==> src/logic/memCtrl_defines.svh <==
`ifndef MEM_CTRL_DEFINES_SVH
`define MEM_CTRL_DEFINES_SVH

// byte-wide RAM bus
`define ADDR_WIDTH 32
`define BYTE_WIDTH 8

// client word and transfer length
`define WORD_WIDTH 32
`define BYTES_PER_WORD 4
// counts 0 to 4
`define LEN_WIDTH 3

`endif

==> src/logic/memCtrlPkg.sv <==
`include "memCtrl_defines.svh"

package memCtrlPkg;

    // what the accepted request does on the RAM bus
    typedef enum logic [1:0] {
        kindFetch = 2'd0,
        kindLoad  = 2'd1,
        kindStore = 2'd2
    } reqKind_t;

    // byte lanes of a word, lane 0 at the base address
    typedef logic [`BYTES_PER_WORD-1:0][`BYTE_WIDTH-1:0] wordBytes_t;

endpackage

==> src/logic/reqArbiter.sv <==
`timescale 1ns/100ps
`include "memCtrl_defines.svh"

module reqArbiter (
    input  logic                         clk,
    input  logic                         rst,
    input  logic                         i_pause,
    input  logic                         i_fetchValid,
    input  logic [`ADDR_WIDTH-1:0]       i_fetchAddr,
    input  logic                         i_dataValid,
    input  logic                         i_dataStore,
    input  logic [`LEN_WIDTH-1:0]        i_dataLen,
    input  logic [`ADDR_WIDTH-1:0]       i_dataAddr,
    input  logic [`WORD_WIDTH-1:0]       i_dataWdata,
    input  logic                         i_reqReady,
    input  logic                         i_txnDone,
    output logic                         o_fetchReady,
    output logic                         o_dataReady,
    output logic                         o_reqValid,
    output memCtrlPkg::reqKind_t         o_reqKind,
    output logic [`ADDR_WIDTH-1:0]       o_reqAddr,
    output logic [`LEN_WIDTH-1:0]        o_reqLen,
    output memCtrlPkg::wordBytes_t       o_reqWdata
);

    logic outOfReset;
    logic busy;
    logic canAccept;
    logic dataAccept;
    logic fetchAccept;

    // data port has priority over fetch
    assign canAccept   = outOfReset && !busy && !i_pause;
    assign o_dataReady  = canAccept;
    assign o_fetchReady = canAccept && !i_dataValid;
    assign dataAccept   = o_dataReady && i_dataValid;
    assign fetchAccept  = o_fetchReady && i_fetchValid;

    always_ff @(posedge clk) begin
        if (rst) begin
            outOfReset <= 1'b0;
            busy       <= 1'b0;
            o_reqValid <= 1'b0;
        end else begin
            outOfReset <= 1'b1;
            if (dataAccept || fetchAccept) begin
                busy       <= 1'b1;
                o_reqValid <= 1'b1;
            end else begin
                // sequencer takes it on the last byte
                if (o_reqValid && i_reqReady) begin
                    o_reqValid <= 1'b0;
                end
                // busy until the client has the response
                if (i_txnDone) begin
                    busy <= 1'b0;
                end
            end
        end
    end

    always_ff @(posedge clk) begin
        if (dataAccept) begin
            o_reqKind  <= i_dataStore ? memCtrlPkg::kindStore : memCtrlPkg::kindLoad;
            o_reqAddr  <= i_dataAddr;
            o_reqLen   <= i_dataLen;
            o_reqWdata <= i_dataWdata;
        end else if (fetchAccept) begin
            // fetch is always a full word
            o_reqKind <= memCtrlPkg::kindFetch;
            o_reqAddr <= i_fetchAddr;
            o_reqLen  <= `LEN_WIDTH'(`BYTES_PER_WORD);
        end
    end

endmodule

==> src/logic/busSequencer.sv <==
`timescale 1ns/100ps
`include "memCtrl_defines.svh"

module busSequencer (
    input  logic                                  clk,
    input  logic                                  rst,
    input  logic                                  i_pause,
    input  logic                                  i_reqValid,
    input  memCtrlPkg::reqKind_t                  i_reqKind,
    input  logic [`ADDR_WIDTH-1:0]                i_reqAddr,
    input  logic [`LEN_WIDTH-1:0]                 i_reqLen,
    input  memCtrlPkg::wordBytes_t                i_reqWdata,
    output logic                                  o_reqReady,
    output logic [`ADDR_WIDTH-1:0]                o_memAddr,
    output logic                                  o_memWrite,
    output logic [`BYTE_WIDTH-1:0]                o_memWdata,
    output logic                                  o_byteValid,
    output logic [$clog2(`BYTES_PER_WORD)-1:0]    o_byteIndex,
    output logic                                  o_lastIssued,
    output memCtrlPkg::reqKind_t                  o_lastKind,
    output logic [`LEN_WIDTH-1:0]                 o_lastLen
);

    localparam int lenW  = `LEN_WIDTH;
    localparam int addrW = `ADDR_WIDTH;

    logic [$clog2(`BYTES_PER_WORD)-1:0] cnt;
    logic issue;
    logic isStore;
    logic lastByte;

    // one byte per unpaused cycle while a request is pending
    assign issue    = i_reqValid && !i_pause;
    assign isStore  = i_reqKind == memCtrlPkg::kindStore;
    assign lastByte = issue && (lenW'(cnt) + 1'b1 == i_reqLen);

    assign o_reqReady = lastByte;

    // counter is frozen in a pause so the address holds
    assign o_memAddr  = i_reqAddr + addrW'(cnt);
    assign o_memWrite = issue && isStore;
    assign o_memWdata = i_reqWdata[cnt];

    always_ff @(posedge clk) begin
        if (rst) begin
            cnt          <= '0;
            o_byteValid  <= 1'b0;
            o_lastIssued <= 1'b0;
        end else begin
            if (issue) begin
                cnt <= lastByte ? '0 : cnt + 1'b1;
            end
            // read data shows up on the bus next cycle
            o_byteValid  <= issue && !isStore;
            o_lastIssued <= lastByte;
        end
    end

    always_ff @(posedge clk) begin
        o_byteIndex <= cnt;
        if (lastByte) begin
            o_lastKind <= i_reqKind;
            o_lastLen  <= i_reqLen;
        end
    end

endmodule

==> src/logic/wordAssembler.sv <==
`timescale 1ns/100ps
`include "memCtrl_defines.svh"

module wordAssembler (
    input  logic                                  clk,
    input  logic                                  rst,
    input  logic [`BYTE_WIDTH-1:0]                i_memRdata,
    input  logic                                  i_byteValid,
    input  logic [$clog2(`BYTES_PER_WORD)-1:0]    i_byteIndex,
    input  logic                                  i_lastIssued,
    input  memCtrlPkg::reqKind_t                  i_lastKind,
    input  logic [`LEN_WIDTH-1:0]                 i_lastLen,
    input  logic                                  i_fetchRespReady,
    input  logic                                  i_dataRespReady,
    output logic                                  o_fetchRespValid,
    output logic [`WORD_WIDTH-1:0]                o_fetchInst,
    output logic                                  o_dataRespValid,
    output logic [`WORD_WIDTH-1:0]                o_dataRdata,
    output logic                                  o_txnDone
);

    memCtrlPkg::wordBytes_t word;
    memCtrlPkg::reqKind_t   txnKind;
    logic [`LEN_WIDTH-1:0]  pendLen;
    logic [`LEN_WIDTH-1:0]  rxCount;
    logic respValid;
    logic pending;
    logic isFetch;
    logic take;

    assign isFetch = txnKind == memCtrlPkg::kindFetch;

    // response goes to the port that issued it
    assign o_fetchRespValid = respValid && isFetch;
    assign o_dataRespValid  = respValid && !isFetch;
    assign o_fetchInst      = word;
    assign o_dataRdata      = word;

    assign take = (o_fetchRespValid && i_fetchRespReady)
               || (o_dataRespValid && i_dataRespReady);
    assign o_txnDone = take;

    always_ff @(posedge clk) begin
        if (rst) begin
            respValid <= 1'b0;
            pending   <= 1'b0;
            rxCount   <= '0;
            word      <= '0;
        end else begin
            // lanes not written stay zero, which zero-extends short loads
            if (take) begin
                respValid <= 1'b0;
                rxCount   <= '0;
                word      <= '0;
            end else if (i_byteValid) begin
                word[i_byteIndex] <= i_memRdata;
                rxCount           <= rxCount + 1'b1;
            end

            if (i_lastIssued) begin
                // stores answer at once with zero data
                if (i_lastKind == memCtrlPkg::kindStore) begin
                    respValid <= 1'b1;
                end else begin
                    pending <= 1'b1;
                end
            end else if (pending && rxCount == pendLen) begin
                pending   <= 1'b0;
                respValid <= 1'b1;
            end
        end
    end

    always_ff @(posedge clk) begin
        if (i_lastIssued) begin
            txnKind <= i_lastKind;
            pendLen <= i_lastLen;
        end
    end

endmodule

==> src/logic/memCtrl.sv <==
`timescale 1ns/100ps
`include "memCtrl_defines.svh"

module memCtrl (
    input  logic                      clk,
    input  logic                      rst,
    input  logic                      i_rdy,
    input  logic                      i_ioBufferFull,
    input  logic                      i_fetchValid,
    input  logic [`ADDR_WIDTH-1:0]    i_fetchAddr,
    output logic                      o_fetchReady,
    output logic                      o_fetchRespValid,
    output logic [`WORD_WIDTH-1:0]    o_fetchInst,
    input  logic                      i_fetchRespReady,
    input  logic                      i_dataValid,
    input  logic                      i_dataStore,
    input  logic [`LEN_WIDTH-1:0]     i_dataLen,
    input  logic [`ADDR_WIDTH-1:0]    i_dataAddr,
    input  logic [`WORD_WIDTH-1:0]    i_dataWdata,
    output logic                      o_dataReady,
    output logic                      o_dataRespValid,
    output logic [`WORD_WIDTH-1:0]    o_dataRdata,
    input  logic                      i_dataRespReady,
    output logic [`ADDR_WIDTH-1:0]    o_memAddr,
    output logic                      o_memWrite,
    output logic [`BYTE_WIDTH-1:0]    o_memWdata,
    input  logic [`BYTE_WIDTH-1:0]    i_memRdata
);

    logic pause;
    logic reqValid;
    logic reqReady;
    memCtrlPkg::reqKind_t reqKind;
    logic [`ADDR_WIDTH-1:0] reqAddr;
    logic [`LEN_WIDTH-1:0] reqLen;
    memCtrlPkg::wordBytes_t reqWdata;
    logic byteValid;
    logic [$clog2(`BYTES_PER_WORD)-1:0] byteIndex;
    logic lastIssued;
    memCtrlPkg::reqKind_t lastKind;
    logic [`LEN_WIDTH-1:0] lastLen;
    logic txnDone;

    // core stall or full I/O buffer freezes the bus
    assign pause = !i_rdy || i_ioBufferFull;

    reqArbiter arbiter_i (
        .clk(clk), .rst(rst), .i_pause(pause),
        .i_fetchValid(i_fetchValid), .i_fetchAddr(i_fetchAddr),
        .i_dataValid(i_dataValid), .i_dataStore(i_dataStore), .i_dataLen(i_dataLen),
        .i_dataAddr(i_dataAddr), .i_dataWdata(i_dataWdata),
        .i_reqReady(reqReady), .i_txnDone(txnDone),
        .o_fetchReady(o_fetchReady), .o_dataReady(o_dataReady),
        .o_reqValid(reqValid), .o_reqKind(reqKind), .o_reqAddr(reqAddr),
        .o_reqLen(reqLen), .o_reqWdata(reqWdata)
    );

    busSequencer sequencer_i (
        .clk(clk), .rst(rst), .i_pause(pause),
        .i_reqValid(reqValid), .i_reqKind(reqKind), .i_reqAddr(reqAddr),
        .i_reqLen(reqLen), .i_reqWdata(reqWdata), .o_reqReady(reqReady),
        .o_memAddr(o_memAddr), .o_memWrite(o_memWrite), .o_memWdata(o_memWdata),
        .o_byteValid(byteValid), .o_byteIndex(byteIndex),
        .o_lastIssued(lastIssued), .o_lastKind(lastKind), .o_lastLen(lastLen)
    );

    wordAssembler assembler_i (
        .clk(clk), .rst(rst), .i_memRdata(i_memRdata),
        .i_byteValid(byteValid), .i_byteIndex(byteIndex),
        .i_lastIssued(lastIssued), .i_lastKind(lastKind), .i_lastLen(lastLen),
        .i_fetchRespReady(i_fetchRespReady), .i_dataRespReady(i_dataRespReady),
        .o_fetchRespValid(o_fetchRespValid), .o_fetchInst(o_fetchInst),
        .o_dataRespValid(o_dataRespValid), .o_dataRdata(o_dataRdata),
        .o_txnDone(txnDone)
    );

endmodule

==> config.mk <==
export PLATFORM = sky130hd
export DESIGN_NAME = memCtrl
export DESIGN_NICKNAME = d
export VERILOG_FILES = /design/src/logic/memCtrlPkg.sv /design/src/logic/reqArbiter.sv /design/src/logic/busSequencer.sv /design/src/logic/wordAssembler.sv /design/src/logic/memCtrl.sv
export VERILOG_INCLUDE_DIRS = /design/src /design/src/logic
export SDC_FILE = /design/constraint.sdc
export NUM_CORES = 1
export LEC_CHECK = 0
export BUFFER_PORTS_ARGS = -buffer_cell sky130_fd_sc_hd__buf_2
export CAP_MARGIN = 10
export CORE_ASPECT_RATIO = 1.2
export CORE_MARGIN = 10
export CORE_UTILIZATION = 53
export DETAILED_ROUTE_END_ITERATION = 6
export MAX_ROUTING_LAYER = met4
export PLACE_DENSITY = 0.86
export SETUP_SLACK_MARGIN = 0.5
export SLEW_MARGIN = 20
export SYNTH_ARGS = -nofsm -noshare
export SYNTH_HDL_FRONTEND = slang
export SYNTH_SLANG_ARGS = --single-unit
==> constraint.sdc <==
create_clock -name clk -period 7.3 [get_ports clk]
set_input_delay 1.46 -clock clk [delete_from_list [all_inputs] [get_ports clk]]
set_output_delay 1.46 -clock clk [all_outputs]
set_load 0.01 [all_outputs]
Yosys cells after proc, flatten, opt, wreduce, memory -nomap -nowiden

Cells that the tools add are included.

Memory bits (read-only): 0
Register bits: 125
Memories: 0
Bits in latches: 0
Word-level logic and storage cells: 94
RAM bits: 0
Output and inout bits: 109

Reductions and logical operators: 32
Equality and inequality tests: 5
Multiply operators: 0
Bitwise operators: 0
Muxes and demuxes: 25
Magnitude comparators: 3
Divide/modulo/power cells: 0
Add/sub/neg operators: 4
Shift operators: 0

Operator list:

| operator                                                                      | number |
|---|---|
| 32-bit 2-to-1 mux                                                             | 2 |
| 32-bit by 2-bit adder with 32-bit output                                      | 1 |
| 32-bit bitwise mux                                                            | 1 |
| 8-bit binary-select mux with 2-bit select                                     | 1 |
| 8-bit demux with 2-bit select                                                 | 1 |
| 1-bit logical AND                                                             | 16 |
| 8-bit 2-to-1 mux                                                              | 2 |
| 1-bit 2-to-1 mux                                                              | 12 |
| 2-bit 2-to-1 mux                                                              | 4 |
| 2-bit nonzero test                                                            | 4 |
| 3-bit equality test                                                           | 2 |
| 1-bit zero test                                                               | 6 |
| 2-bit by 3-bit less-than comparator with 1-bit output (second input constant) | 2 |
| 3-bit 2-to-1 mux                                                              | 2 |
| 2-bit equality test (second input constant)                                   | 2 |
| 2-bit by 1-bit adder with 3-bit output (second input constant)                | 1 |
| 3-bit by 1-bit adder with 3-bit output (second input constant)                | 1 |
| 1-bit logical OR                                                              | 3 |
| 2-bit by 1-bit adder with 2-bit output (second input constant)                | 1 |
| 2-bit by 1-bit >= comparator with 1-bit output (second input constant)        | 1 |
| 2-bit zero test                                                               | 1 |
| 2-bit != test (second input constant)                                         | 1 |
| 2-bit AND reduction                                                           | 1 |
| 2-bit OR reduction                                                            | 1 |

Depth between registers and ports, before layout

Gate-level depths: netlist of the first run.

Depth in word-level cells: 8
Mapped depth: 7
Mapped depth without buffers: 7

Cells and area by module

From an unflattened synthesis of the first run, not the netlist that was laid out.

Cell total of the unflattened synthesis: 437
Area total of the unflattened synthesis: 5920.7 um^2

Modules (own cells, without submodules):

| module        | seq. area each (um^2) | times used | area each (um^2) | cells each |
|---|---|---|---|---|
| reqArbiter    | 2132.0                | 1          | 2706.3           | 125 |
| wordAssembler | 890.9                 | 1          | 1926.8           | 175 |
| busSequencer  | 270.3                 | 1          | 1281.2           | 136 |
| memCtrl       | 0.0                   | 1          | 6.3              | 1 |

Least setup slack after synthesis of the first run

Ideal clock, no wire load.

Path kind: reg-to-output
Start: register sequencer_i.cnt[1]
End: output o_memAddr[20]
Data arrival time: 2163 ps
Stages on the path, launching flop included: 8
Data required time: 5840 ps
Setup slack: 3677 ps
Cell sequence: dfxtp_1 -> clkbuf_1 -> inv_1 -> fa_1 -> nand3b_4 -> nor4_4 -> nand4_1 -> xnor2_1

Word-level cells in the longest chain between the ends: 1

Ends and longest elaborated chain:

| what                                     | RTL line           | text |
|---|---|---|
| start: declaration                       | busSequencer.sv:27 | `` logic [$clog2(`BYTES_PER_WORD)-1:0] cnt; `` |
| start signal: assignment                 | busSequencer.sv:51 | `cnt <= lastByte ? '0 : cnt + 1'b1;` |
| 32-bit by 2-bit adder with 32-bit output | busSequencer.sv:40 | `assign o_memAddr = i_reqAddr + addrW'(cnt);` |
| end: declaration                         | memCtrl.sv:24      | `` output logic [`ADDR_WIDTH-1:0] o_memAddr, `` |

No other way between the ends.

Worst setup path after layout of the first run

Start: register sequencer_i.cnt[0]
End: output o_memAddr[14]

Same word-level chain as after synthesis.

==> out/results.txt, run 1 <==
Clock power frac: 0.484
setup bufs post-CTS: 0
total grt overflow: 0
reg2reg end: arbiter_i.o_reqAddr[15]
Max Slew Vio Count: 0
ys flop type: edfxtp_1
status: completed
mux cell area share after synthesis: 0.0911
post-synthesis sequential area ratio: 0.577
clock transition at the registers of the reported paths: 0.06 ns
Final Util: 0.690
TritonCTS clock tree: built
power per standard cell area: 228 nW/um^2
CTS Sinks: 125
Adder-Cell Fraction of Synth Area: 0.0123
Worst Setup EP: o_memAddr[14]
cell area after layout: 7250 um^2
Synth Cell Area: 5710 um^2
switching pwr: 0.000375 W
Worst VDD drop: 169 uV
total power: 0.00166 W
post-layout min period: 4.62 ns
Worst setup EP type: primary output
via count: 4427
Min-Delay Path Class: flop to flop
share of cells above drive strength 1: 0.389
gpl congestion: 0.915
accumulated negative setup slack: 0 ns
die area: 15300 um^2
hold slack: 0.437 ns
Switching Share: 0.226
initial antenna violation count: 1
IO buf count: 224
fillers: 724
Final Net Count: 818
worst r2r path cells: 5
CTS max path bufs: 2
Rows: 41
part of the cycle the worst path needs: 0.633
Worst-Skew Late Latency: 0.41 ns
reg2reg start: arbiter_i.busy
Avg Cell Area, Syn: 11.4 um^2
post-DR wirelength/cell: 17.8 um
vias in the first global route: 4695
critical path class: flop to primary output
Detailed Route WL: 14900 um
largest family of logic cells by synthesized area: simple AND/OR/NAND/NOR gates
Total GRT Usage: 0.198
Final Hold Fails: 0
fmax: 216 MHz
H-tree depth: 4
number of flops mapped to enable cells by yosys: 79
largest net degree at the start of global routing: 66
Iteration-0 DRC Markers: 292
clock tree root buffer cell: clkbuf_16
#FFs+latches synth: 125
skew final: 0.0115 ns
Post-Synth Simple-Gate Area: 0.185
power share of the combinational group: 0.051
Syn Nets: 624
Internal: 0.00128 W
CP Launch Point: sequencer_i.cnt[0]
post-detail-place hpwl: 11700 um
relative slew slack: 0.374
Arrival @ worst endpoint: 3.16 ns
die width: 115 um
Lkg Pwr: 3.42 nW
Initial Util: 0.543
Mapped Cells: 503
reg-to-reg setup timing slack: 4.56 ns
Layout area overhead: 27.0%
DR DRC count: 0
Worst Tran Pin Value: 0.939 ns
I/O Pins: 225
Core Region: 10500 um^2
Reg area: 3290 um^2
Synth Area in XOR/XNOR: 0.0583
TritonCTS Buffers: 17
DR vias/cell: 5.26
DIE HEIGHT: 134 um
max_cap viols: 0
hold buffer count at CTS: 0
Synthesis Warnings: 0
Finish-stage setup viols: 0
# resized after CTS: 0
WP data required: 5.84 ns
first-pass GRT wire length: 23400 um
Compound-Gate Fraction of Synth Area: 0.0105
Synth cell types: 42
crit path max fanout: 14
Antenna Violating Nets Remaining: 0
Async SR Flop Fraction: 0
CP Launch Type: flop
register share of total power: 0.465
Multi-input gate area: 2040 um^2
RSZ-0062 raised after global routing: false
DRT Pass-1 Iters: 5
Area after DPL: 6670 um^2
[flip-flops by register name (all words and copies together), names as in the netlist, 2 cells and up]
| signal | count |
|---|---|
| arbiter_i.o_reqAddr | 32 |
| arbiter_i.o_reqKind | 2 |
| arbiter_i.o_reqLen | 3 |
| arbiter_i.o_reqWdata | 32 |
| assembler_i.o_dataRdata | 32 |
| assembler_i.pendLen | 3 |
| assembler_i.rxCount | 3 |
| assembler_i.txnKind | 2 |
| sequencer_i.cnt | 2 |
| sequencer_i.o_byteIndex | 2 |
| sequencer_i.o_lastKind | 2 |
| sequencer_i.o_lastLen | 3 |
[area by class of cell]
| cell class | count | share of cell area |
|---|---|---|
| timing repair buffer | 226 | 0.157 |
| multi-input combinational | 317 | 0.282 |
| clock buffer | 17 | 0.0587 |
| clock inverter | 15 | 0.0209 |
| inverter | 10 | 0.00535 |
| antenna | 2 | 0.000690 |
| tap | 129 | 0.0223 |
| sequential | 125 | 0.454 |
[cells in the mapped netlist, types with 4 or more instances]
library cell	number	area, um^2
dfxtp_1	46	921
nor2_1	44	165
buf_2	12	60.1
inv_1	9	33.8
and3_1	6	37.5
nand2_1	110	413
edfxtp_1	79	2370
mux2i_1	34	340
clkbuf_1	5	18.8
nand2b_1	4	25.0
and2_1	6	37.5
nand4_1	14	87.6
nor3_1	7	35.0
nand3_1	9	45.0
buf_4	32	240
a21oi_1	5	25.0
xor2_1	10	87.6
ha_1	4	50.1
mux4_2	8	180
xnor2_1	28	245
[cell families after synthesis]
kind of cell	after synthesis
mux	42
flops	125
simple gates	221
fa+ha+maj	5
xor+xnor	38
buf+inv	61
compound gates	11
[worst min-delay path by stage]
stage | startpoint | endpoint | slack (ns) | cells past startpoint
final | sequencer_i.o_lastLen[0] | assembler_i.pendLen[0] | 0.44 | 0
after global routing | sequencer_i.o_lastLen[1] | assembler_i.pendLen[1] | 0.44 | 0
after CTS | sequencer_i.o_lastLen[0] | assembler_i.pendLen[0] | 0.43 | 0
after detailed placement | sequencer_i.o_lastLen[2] | assembler_i.pendLen[2] | 0.41 | 0
after global placement | sequencer_i.o_lastLen[2] | assembler_i.pendLen[2] | 0.40 | 0
after floorplan | sequencer_i.cnt[1] | sequencer_i.o_byteIndex[1] | 0.37 | 0
[critical path, stage by stage (launching register included)]
cell      delay [ns]
dfxtp_1         0.82
ha_1            0.33
inv_1           0.07
fa_1            0.40
nand3b_4        0.22
nor4_4          0.43
nand3_1         0.15
xnor2_1         0.17
buf_2           0.16
[through the flow]
stage                     cells  setup WS (ns)
after floorplan             503           3.68
after global placement      807           3.18
after detailed placement    807           3.09
after CTS                   839           2.61
after global routing        841           2.35
final                       841           2.68
[per-layer routing]
layer | up-vias | share of wire | global-route usage
met5 | - | 0 | -
met4 | 0 | 0.029 | 0.0971
li1 | 2089 | - | -
met3 | 36 | 0.083 | 0.0566
met2 | 224 | 0.51 | 0.327
met1 | 2078 | 0.38 | 0.211
[power by group through the flow]
stage	Combinational, W	Clock [W]	Sequential [W]
2_1_floorplan	0.0000360	0	0.000782
3_3_place_gp	0.0000802	0	0.000784
3_5_place_dp	0.0000830	0	0.000785
4_1_cts	0.0000840	0.000818	0.000770
5_1_grt	0.0000919	0.000854	0.000771
6_report	0.0000836	0.000802	0.000770
[cells in the final DEF, fill, tap and decap left out, types with 2 or more instances in the layout]
cell        netlist  routed
nor3b_1           2       2
and2_1            6       6
dfxtp_1          46      46
buf_4            32       2
nor3_4            2       2
clkinvlp_4        0       2
and3_1            6       6
xnor2_1          28      28
edfxtp_1         79      79
nand3_1           9       9
nand2_2           1       2
mux4_2            8       8
xor2_1           10      10
nand2b_1          4       4
clkinv_4          0       4
inv_8             0       2
o21ai_0           2       2
inv_1             9       9
mux2i_1          34      34
a21oi_1           5       5
nor2b_1           3       3
nand3b_1          3       3
nor3_1            7       7
inv_6             0       5
nand3_2           2       2
nand2_1         110     109
diode_2           0       2
clkbuf_16         0      17
buf_2            12     224
nand4_1          14      14
nor2_1           44      44
ha_1              4       4
(Power assumes the default switching activity.)
==> inputs of run 2 (changes only) <==
- CORE_UTILIZATION: 53 -> 49
- PLACE_DENSITY: 0.86 -> 0.8
- clock period: 7.3 -> 4.3 ns (I/O delays scaled with it)
==> run 2 against run 1 <==
Against the previous run:
- hold slack got worse by 0.020 ns
- non-clock buffer count rose by 2
- critical path depth unchanged
- sequential share of layout area fell by 0.42 points
- global-route usage decreased by 1.4 points
- clock power up 72%
- combinational power grew 65%
- die area rose by 6.8%
- via count decreased by 2.0%
- worst setup slack got worse by 1.8 ns
- routed wire length shrank 2.2%
==> out/results.txt, run 2 (synthesis results as in run 1) <==
Worst-Skew Late Latency: 0.41 ns
Worst setup EP type: primary output
vias in the first global route: 4822
clock transition at the registers of the reported paths: 0.05 ns
DR DRC count: 0
gpl congestion: 0.881
Final Hold Fails: 0
max_cap viols: 0
post-layout min period: 3.46 ns
crit path max fanout: 6
I/O Pins: 225
CTS Sinks: 125
relative slew slack: 0.364
part of the cycle the worst path needs: 0.805
post-DR wirelength/cell: 16.8 um
CP Launch Type: flop
DIE HEIGHT: 138 um
Detailed Route WL: 14600 um
power per standard cell area: 386 nW/um^2
Rows: 43
initial antenna violation count: 3
DRT Pass-1 Iters: 4
status: completed
setup bufs post-CTS: 0
skew final: 0.0125 ns
WP data required: 3.44 ns
fillers: 924
die area: 16400 um^2
share of cells above drive strength 1: 0.392
most frequent cells in the layout: buf_2 (224), nand2_1 (109), edfxtp_1 (79)
Initial Util: 0.496
via count: 4340
RSZ-0062 raised after global routing: false
Final Net Count: 820
largest net degree at the start of global routing: 66
Max Slew Vio Count: 0
Min-Delay Path Class: flop to flop
Place WS: 1.26 ns
Lkg Pwr: 3.45 nW
Layout area overhead: 28.2%
Arrival @ worst endpoint: 2.60 ns
hold buffer count at CTS: 0
Total GRT Usage: 0.184
TritonCTS Buffers: 17
TritonCTS clock tree: built
fmax: 289 MHz
most common cell after layout, fill and taps aside: buf_2
H-tree depth: 4
first-pass GRT wire length: 23700 um
accumulated negative setup slack: 0 ns
die width: 119 um
total grt overflow: 0
CTS max path bufs: 2
IO buf count: 224
Worst Tran Pin Value: 0.954 ns
Antenna Violating Nets Remaining: 0
Iteration-0 DRC Markers: 208
Finish-stage setup viols: 0
Worst VDD drop: 230 uV
clock tree root buffer cell: clkbuf_16
# resized after CTS: 0
Core Region: 11500 um^2
Setup WS post-layout: 0.839 ns
post-detail-place hpwl: 11500 um
critical path class: flop to primary output
DR vias/cell: 4.98
[run 2: cell types whose count changed in the layout (fill, tap and decap cells not counted), sizes merged]
cell      before  now
clkinvlp       3    0
clkinv         5   10
inv           16   11
diode          2    3
buf          226  228
clkbuf        17   20
[run 2: per-stage QoR]
stage / hold slack [ns] / cells / util / area [um^2] / total power, W
3_3_place_gp: 0.401 / 837 / 0.584 / 6720 / 0.00146
5_1_grt: 0.425 / 872 / 0.636 / 7320 / 0.00293
4_1_cts: 0.419 / 869 / 0.635 / 7310 / 0.00285
2_1_floorplan: 0.370 / 503 / - / 5710 / 0.00139
6_report: 0.417 / 872 / 0.636 / 7320 / 0.00282
3_5_place_dp: 0.405 / 837 / 0.584 / 6720 / 0.00147
[run 2: path summary, 6_finish.rpt]
check | start | to | slack, ns | depth (start not counted)
max | sequencer_i.cnt[0] | o_memAddr[26] | 0.84 | 8
min | sequencer_i.o_lastLen[1] | assembler_i.pendLen[1] | 0.42 | 0
max reg2reg | sequencer_i.cnt[0] | sequencer_i.cnt[0] | 2.10 | 6
min reg2reg | sequencer_i.o_lastLen[1] | assembler_i.pendLen[1] | 0.42 | 0
[run 2: cell type report]
cell class / count / area, um^2 / share of cell area
Antenna cell: 3 / 7.51 / 0.00103
Clock buffer: 20 / 478 / 0.0653
Clock inverter: 12 / 109 / 0.0149
Inverter: 10 / 38.8 / 0.00530
Multi-Input combinational cell: 317 / 2050 / 0.280
Sequential cell: 125 / 3290 / 0.450
Tap cell: 157 / 196 / 0.0268
Timing Repair Buffer: 228 / 1150 / 0.157
[run 2: power breakdown]
group	switching, W	leakage, nW	internal [W]
Sequential	0.0000114	1.10	0.00129
Clock	0.000518	0.296	0.000861
Combinational	0.0000708	2.06	0.0000674
[run 2: routing by layer]
layer,share of wire,global-route usage,vias to the layer above,wire length [um]
met3,0.083,0.0741,19,1210
li1,-,-,2096,-
met2,0.52,0.316,196,7640
met5,0,-,-,0
met1,0.38,0.187,2029,5540
met4,0.015,0.0599,0,224
[run 2: critical path, cell delays in order, from the launching register on]
cell	delay, ns
dfxtp_1	0.33
ha_1	0.18
inv_1	0.06
fa_1	0.41
nand3b_4	0.22
nor2_1	0.45
nand4_1	0.19
xnor2_1	0.20
buf_2	0.16
